### config.mk
export PLATFORM = sky130hd
export DESIGN_NAME = lsq
export DESIGN_NICKNAME = d
export VERILOG_FILES = /design/src/lsq_pkg.sv /design/src/lsq.sv /design/src/lsq_entry.sv /design/src/lsq_slot_manager.sv
export VERILOG_INCLUDE_DIRS = /design/src /design/src/src
export SDC_FILE = /design/constraint.sdc
export NUM_CORES = 1
export LEC_CHECK = 0
export BUFFER_PORTS_ARGS = -buffer_cell sky130_fd_sc_hd__buf_2
export CORE_MARGIN = 2
export CORE_UTILIZATION = 33
export CTS_CLUSTER_DIAMETER = 40
export DETAILED_ROUTE_END_ITERATION = 10
export GPL_ROUTABILITY_DRIVEN = 0
export PLACE_DENSITY = 0.57
export SYNTH_ARGS = -nofsm -noshare
export SYNTH_HDL_FRONTEND = slang
export SYNTH_SLANG_ARGS = --single-unit
### constraint.sdc
create_clock -name clk -period 2.75 [get_ports clk]
set_input_delay 0.1375 -clock clk [delete_from_list [all_inputs] [get_ports clk]]
set_output_delay 0.1375 -clock clk [all_outputs]
set_load 0.02 [all_outputs]
### src/lsq_params.svh
`ifndef LSQ_PARAMS_SVH
`define LSQ_PARAMS_SVH

// ----------------------------------------------------------------------
// Queue geometry
// ----------------------------------------------------------------------
`define LSQ_SIZE        4

// ----------------------------------------------------------------------
// Request fields
// ----------------------------------------------------------------------
`define LSQ_SET_WIDTH   4
`define LSQ_WAY_WIDTH   2
`define LSQ_ROB_WIDTH   4
`define LSQ_WBUF_WIDTH  3
`define LSQ_CHANNEL_NUM 3

`endif

### src/lsq_pkg.sv
`default_nettype none

`include "lsq_params.svh"

package lsq_pkg;

    // ------------------------------------------------------------------
    // Field widths
    // ------------------------------------------------------------------
    typedef logic [`LSQ_SET_WIDTH-1:0]                  set_t;
    typedef logic [`LSQ_WAY_WIDTH-1:0]                  way_t;
    typedef logic [`LSQ_WAY_WIDTH+`LSQ_SET_WIDTH-1:0]   nline_t;    // Way above set.
    typedef logic [`LSQ_ROB_WIDTH-1:0]                  rob_id_t;
    typedef logic [`LSQ_WBUF_WIDTH-1:0]                 wbuf_id_t;
    typedef logic [`LSQ_CHANNEL_NUM-1:0]                channel_1hot_t;
    typedef logic [$clog2(`LSQ_SIZE)-1:0]               lsq_idx_t;
    typedef logic [`LSQ_SIZE-1:0]                       lsq_vec_t;

    // RAE and WAE evict a dirty line before the refill is serviced.
    typedef enum logic [2:0] {
        LOAD         = 3'd0,
        STORE        = 3'd1,
        RAE          = 3'd2,
        WAE          = 3'd3,
        WB           = 3'd4,
        LOAD_REFILL  = 3'd5,
        STORE_REFILL = 3'd6
    } cache_op_t;

    // ------------------------------------------------------------------
    // Request from the hit/miss unit and issue to the SRAM controller
    // ------------------------------------------------------------------
    typedef struct packed {
        channel_1hot_t channel;
        rob_id_t       rob_id;
        cache_op_t     op;
        nline_t        nline;
        wbuf_id_t      wbuf_id;
    } lsq_req_t;

    typedef struct packed {
        channel_1hot_t channel;
        rob_id_t       rob_id;
        cache_op_t     op;
        set_t          set;
        way_t          way;
        wbuf_id_t      wbuf_id;
    } lsq_issue_t;

endpackage

`default_nettype wire

### src/lsq.sv
`timescale 1ns/1ps
`default_nettype none

`include "lsq_params.svh"

module lsq
(
    input  wire logic                 clk,
    input  wire logic                 reset,

    // Requests from the hit/miss unit.
    input  wire logic                 req_valid,
    output logic                      req_ready,
    input  wire lsq_pkg::lsq_req_t    req,
    input  wire logic                 req_inflight,

    // Line fill from the memory side.
    input  wire logic                 refill_valid,
    input  wire lsq_pkg::nline_t      refill_nline,

    // Issue to the SRAM controller.
    output logic                      issue_valid,
    input  wire logic                 issue_ready,
    output lsq_pkg::lsq_issue_t       issue,

    // Credit back to the hit/miss unit.
    output logic                      crdt_valid,
    output lsq_pkg::nline_t           crdt_nline
);

    wire  lsq_pkg::lsq_vec_t   entry_valid;
    wire  lsq_pkg::lsq_vec_t   entry_eligible;
    wire  lsq_pkg::lsq_issue_t entry_issue [`LSQ_SIZE];
    lsq_pkg::lsq_vec_t         enq_vec;
    lsq_pkg::lsq_vec_t         deq_vec;
    lsq_pkg::lsq_idx_t         issue_idx;

    // ------------------------------------------------------------------
    // Slot manager
    // ------------------------------------------------------------------
    lsq_slot_manager i_slot_manager (
        .clk            (clk),
        .reset          (reset),
        .entry_valid    (entry_valid),
        .entry_eligible (entry_eligible),
        .req_valid      (req_valid),
        .req_ready      (req_ready),
        .enq_vec        (enq_vec),
        .issue_valid    (issue_valid),
        .issue_ready    (issue_ready),
        .deq_vec        (deq_vec),
        .issue_idx      (issue_idx)
    );

    // ------------------------------------------------------------------
    // Queue slots
    // ------------------------------------------------------------------
    for (genvar i = 0; i < `LSQ_SIZE; i++)
    begin : g_entry
        lsq_entry i_entry (
            .clk          (clk),
            .reset        (reset),
            .enq          (enq_vec[i]),
            .req          (req),
            .req_inflight (req_inflight),
            .deq          (deq_vec[i]),
            .refill_valid (refill_valid),
            .refill_nline (refill_nline),
            .valid        (entry_valid[i]),
            .eligible     (entry_eligible[i]),
            .issue        (entry_issue[i])
        );
    end

    assign issue = entry_issue[issue_idx];

    // One credit per issue handshake, tagged with the issued line.
    assign crdt_valid = issue_valid && issue_ready;
    assign crdt_nline = {issue.way, issue.set};

endmodule

`default_nettype wire

### src/lsq_entry.sv
`timescale 1ns/1ps
`default_nettype none

module lsq_entry
(
    input  wire logic                 clk,
    input  wire logic                 reset,

    input  wire logic                 enq,
    input  wire lsq_pkg::lsq_req_t    req,
    input  wire logic                 req_inflight,
    input  wire logic                 deq,

    input  wire logic                 refill_valid,
    input  wire lsq_pkg::nline_t      refill_nline,

    output logic                      valid,
    output logic                      eligible,
    output lsq_pkg::lsq_issue_t       issue
);

    logic              valid_q;
    logic              inflight_q;
    lsq_pkg::lsq_req_t entry_q;
    logic              evicting;
    logic              refill_hit;

    assign evicting   = (entry_q.op == lsq_pkg::RAE) || (entry_q.op == lsq_pkg::WAE);
    assign refill_hit = refill_valid && valid_q && (refill_nline == entry_q.nline);

    // ------------------------------------------------------------------
    // Slot state
    // ------------------------------------------------------------------
    always_ff @(posedge clk)
    begin
        if (reset)
        begin
            valid_q    <= 1'b0;
            inflight_q <= 1'b0;
        end
        else if (enq)
        begin
            valid_q    <= 1'b1;
            inflight_q <= req_inflight;     // Miss still waiting on its line fill.
        end
        else
        begin
            if (deq && !evicting)
                valid_q <= 1'b0;            // An eviction stays for its refill pass.
            if (refill_hit)
                inflight_q <= 1'b0;
        end
    end

    always_ff @(posedge clk)
    begin
        if (enq)
            entry_q <= req;
        else if (deq && (entry_q.op == lsq_pkg::RAE))
            entry_q.op <= lsq_pkg::LOAD_REFILL;
        else if (deq && (entry_q.op == lsq_pkg::WAE))
            entry_q.op <= lsq_pkg::STORE_REFILL;
    end

    // ------------------------------------------------------------------
    // Outputs
    // ------------------------------------------------------------------
    assign valid    = valid_q;
    assign eligible = valid_q && !inflight_q;

    always_comb
    begin
        issue.channel          = entry_q.channel;
        issue.rob_id           = entry_q.rob_id;
        issue.op               = evicting ? lsq_pkg::WB : entry_q.op;
        {issue.way, issue.set} = entry_q.nline;
        issue.wbuf_id          = entry_q.wbuf_id;
    end

endmodule

`default_nettype wire

### src/lsq_slot_manager.sv
`timescale 1ns/1ps
`default_nettype none

`include "lsq_params.svh"

module lsq_slot_manager
(
    input  wire logic                 clk,
    input  wire logic                 reset,

    input  wire lsq_pkg::lsq_vec_t    entry_valid,
    input  wire lsq_pkg::lsq_vec_t    entry_eligible,

    input  wire logic                 req_valid,
    output logic                      req_ready,
    output lsq_pkg::lsq_vec_t         enq_vec,

    output logic                      issue_valid,
    input  wire logic                 issue_ready,
    output lsq_pkg::lsq_vec_t         deq_vec,
    output lsq_pkg::lsq_idx_t         issue_idx
);

    lsq_pkg::lsq_vec_t free_vec;
    lsq_pkg::lsq_vec_t alloc_vec;
    lsq_pkg::lsq_vec_t grant_vec;
    lsq_pkg::lsq_vec_t older_q [`LSQ_SIZE];     // Row i holds the slots older than slot i.

    // ------------------------------------------------------------------
    // Allocation
    // ------------------------------------------------------------------
    assign free_vec  = ~entry_valid;
    assign alloc_vec = free_vec & (~free_vec + lsq_pkg::lsq_vec_t'(1));  // Lowest free slot.
    assign req_ready = |free_vec;
    assign enq_vec   = (req_valid && req_ready) ? alloc_vec : '0;

    // ------------------------------------------------------------------
    // Age matrix
    // ------------------------------------------------------------------
    always_ff @(posedge clk)
    begin
        for (int i = 0; i < `LSQ_SIZE; i++)
        begin
            if (reset)
                older_q[i] <= '0;
            else if (enq_vec[i])
                older_q[i] <= entry_valid;          // All slots held now are older.
            else
                older_q[i] <= older_q[i] & ~enq_vec;    // The new slot is the youngest.
        end
    end

    // ------------------------------------------------------------------
    // Oldest eligible select
    // ------------------------------------------------------------------
    // Slots that are not eligible drop out of every row, so stale bits
    // left by freed slots never block a grant.
    always_comb
    begin
        for (int i = 0; i < `LSQ_SIZE; i++)
            grant_vec[i] = entry_eligible[i] && !(|(older_q[i] & entry_eligible));
    end

    always_comb
    begin
        issue_idx = '0;
        for (int i = 0; i < `LSQ_SIZE; i++)
        begin
            if (grant_vec[i])
                issue_idx = lsq_pkg::lsq_idx_t'(i);
        end
    end

    assign issue_valid = |entry_eligible;
    assign deq_vec     = (issue_valid && issue_ready) ? grant_vec : '0;

endmodule

`default_nettype wire

==> impl_metrics.toml <==
[detailed_routing]
drtAntennaViolNets = 0
drcViolationCount = 0
drtPass1Iterations = 4
drt-total-wl_um = 11720
vias = 3322
routedWlPerCell_um = 18.34
first_iter_violations = 244
vias_per_cell = 5.199

[cts]
cts_tree = "yes"
clock_latency_ps = 350
post-cts-setup-buffers = 0
clock-root-buffer = "clkbuf_16"
clk_pin_slew_ps = 70
cts_buffers = 9
clkSinkCount = 100
clock_path_buffers = 2
htree_levels = 3

[pwr]
power.share.clock = 0.384
intPower_w = 0.002542
p_sw_w = 0.0008146
power_frac_comb = 0.095
p_per_area_nw_per_um2 = 605.3
seqPwrFrac = 0.521
power_leakage_nw = 1.945
vdd_drop_max_mv = 0.3586
swShare = 0.2427

[setup_path]
cp_slowest_cell = "dfxtp_2"
crit_chain = "nor3b_1, and4_1, buf_6, or3_1, o221ai_1, nor2_1, buf_2"
path_max_fanout = 37
end_kind = "output pin"
start_kind = "register"
critPathKind = "register to output pin"
cp_data_arrival_time_ps = 2440
critical_path_required_ps = 2610
critPathMaxStageDelay_ps = 460

[worst_hold_path]
hold_path.class = "input pin to register"

[layout]
drive_gt1_frac = 0.2092
fin_util = 0.4011
nNetsFinal = 485
multiInputGateArea_um2 = 1595
instances_no_fill = 639
n_antenna_cell = 0
seqCellArea_um2 = 2925
areaGrowthSynthToFinish_pct = 19.46
nFillCells = 1316

[global_routing]
antenna_found_initial = 0
overflow = 0
grt_start_max_net_pins = 38
grt_pass1_vias = 3232
grt_usage = 0.1639
grt_first_pass_wirelength_um = 18160

[logic_synthesis]
syn_avg_cell_area_um2 = 12.28
synth_area_leader_cell = "edfxtp_1"
synth-seq-cells = 100
synth_edf_count = 92
ys_warn_count = 0
syn_area_um2 = 4642
async_reset_ff_frac = 0
synth_top_cell_area_share = 0.5951
yosysSeqAreaShare = 0.6296
synth.area.top_cells = "edfxtp_1, dfxtp_1, o221ai_1"
synth.distinct_cells = 47
ys.flop_type = "edfxtp_1"
netlist_instances = 378

[floorplanning]
die_w_um = 122.6
pin_count = 59
core_um2 = 13830
initial_utilization = 0.3357
die_area_um2 = 15030
core.rowCount = 43
die_h_um = 122.6

[placed_design]
hpwl_um = 7838
port-buffer-count = 58
place_inst = 616

[timing]
setup_tns_ps = 0
slew_headroom = 0.5961
max_freq_ghz = 0.3886
period_share = 0.9357
rsz0062_at_grt = "false"
slew_violations = 0
finalSetupViolCount = 0
period_minus_slack_ps = 2573
hold_viol_final = 0
skew_ps = 10.23
tightest_slew_ps = 604.5

[status]
status = "finished, final reports clean"

[job]
timing.max_cap.violations = 0
-- stage by stage --
stage / hold slack, ps / total power (W) / area, um^2 / worst slack [ps]
2_1_floorplan: 236.4 / 0.001973 / 4698 / 530.6
3_3_place_gp: 351.1 / 0.002092 / 5165 / 379.0
3_5_place_dp: 357.3 / 0.002097 / 5165 / 287.5
4_1_cts: 1.330 / 0.003371 / 5533 / 74.34
5_1_grt: 4.392 / 0.003462 / 5545 / 28.37
6_report: 9.717 / 0.003356 / 5545 / 176.8
-- synthesized netlist by cell type, drive strengths merged, types with 11 or more instances --
cell type / n
edfxtp: 92
nor2: 31
nand2: 26
or3: 19
a21oi: 18
a211oi: 16
buf: 16
o221ai: 16
nand3: 14
xnor2: 13
clkbuf: 12
xor2: 11
-- sequential cells by signal (all words and copies together) (netlist names) --
register / flops
i_slot_manager.older_q: 16
g_entry.i_entry.issue: 64
g_entry.i_entry.valid: 4
g_entry.i_entry.entry_q: 12
g_entry.i_entry.inflight_q: 4
-- layout make-up --
cell class	count	area share
Multi-Input combinational cell	254	0.2877
Sequential cell	100	0.5275
Clock buffer	9	0.04061
Timing Repair Buffer	78	0.08326
Inverter	11	0.007446
Clock inverter	7	0.01286
Tap cell	180	0.04061
-- power by group through the flow --
stage               clock network [W]  registers, W  logic (W)
floorplan                           0       0.00177   0.000205
global placement                    0       0.00178   0.000311
detailed placement                  0       0.00178   0.000314
CTS                           0.00130       0.00175   0.000322
global route                  0.00136       0.00175   0.000351
finish                        0.00129       0.00175   0.000319
-- cells in the final DEF, fill, tap and decap left out, types with 3 or more instances in the layout --
cell type       n
buf_4          12
nor3b_1         3
a211oi_1       16
o221ai_1       16
clkbuf_16       9
clkinv_1        4
inv_1           9
nor2_1         31
inv_6           3
nand2_1        26
xor2_1         11
or3_1          19
o21ai_0         4
and3_1          6
edfxtp_1       92
dlygate4sd3_1   7
xnor2_1        13
conb_1         16
nand3b_1       10
nand3_1        14
nor4_1          6
buf_2          58
nand2b_1        8
nand4_1         7
a21oi_1        17
dfxtp_1         6
-- critical path: cells and delay by family (launching register included) --
family / cells / cell delay, ps
buffers and inverters: 2 / 490
AO/OA/AOI/OAI: 1 / 100
AND/OR/NAND/NOR: 4 / 1010
flip-flops: 1 / 460
-- worst paths after layout --
kind / slack [ps] / from / to / cells after the start
setup / recovery: 180 / g_entry[3].i_entry.valid / crdt_nline[4] / 7
hold / removal: 10 / req[0] / g_entry[2].i_entry.issue[0] / 1
setup reg to reg: 380 / g_entry[1].i_entry.inflight_q / g_entry[2].i_entry.entry_q[10] / 6
hold reg to reg: 530 / g_entry[0].i_entry.inflight_q / g_entry[0].i_entry.inflight_q / 2
-- cell families (layout without fill, tap and decap cells) --
family          count (synthesis)  in the layout  share of synthesized area
xor+xnor                       24             24                    0.04528
other cells                     1             16                  0.0008078
flops                         100            100                     0.6296
buf+inv                        39            105                    0.04043
simple gates                  145            145                     0.1712
mux                             1              1                   0.002156
compound gates                 68             68                     0.1105
-- layer usage --
metal  part of all wire  wire, um  track usage  vias up
li1                   -         -            -     1566
met1               0.45      5287       0.2199     1626
met2               0.48      5600       0.2618      111
met3              0.053       622      0.03299       19
met4              0.018       206      0.06322        0
met5                  0         0            0        -
-- repair_timing --
action / in CTS / in global routing
hold endpoints to repair: 23 / 1
endpoints found under the setup margin: 17 / 11
hold buffers: 6 / 1
resized for setup: 2 / 2
Power figures use the tool's default switching activity.
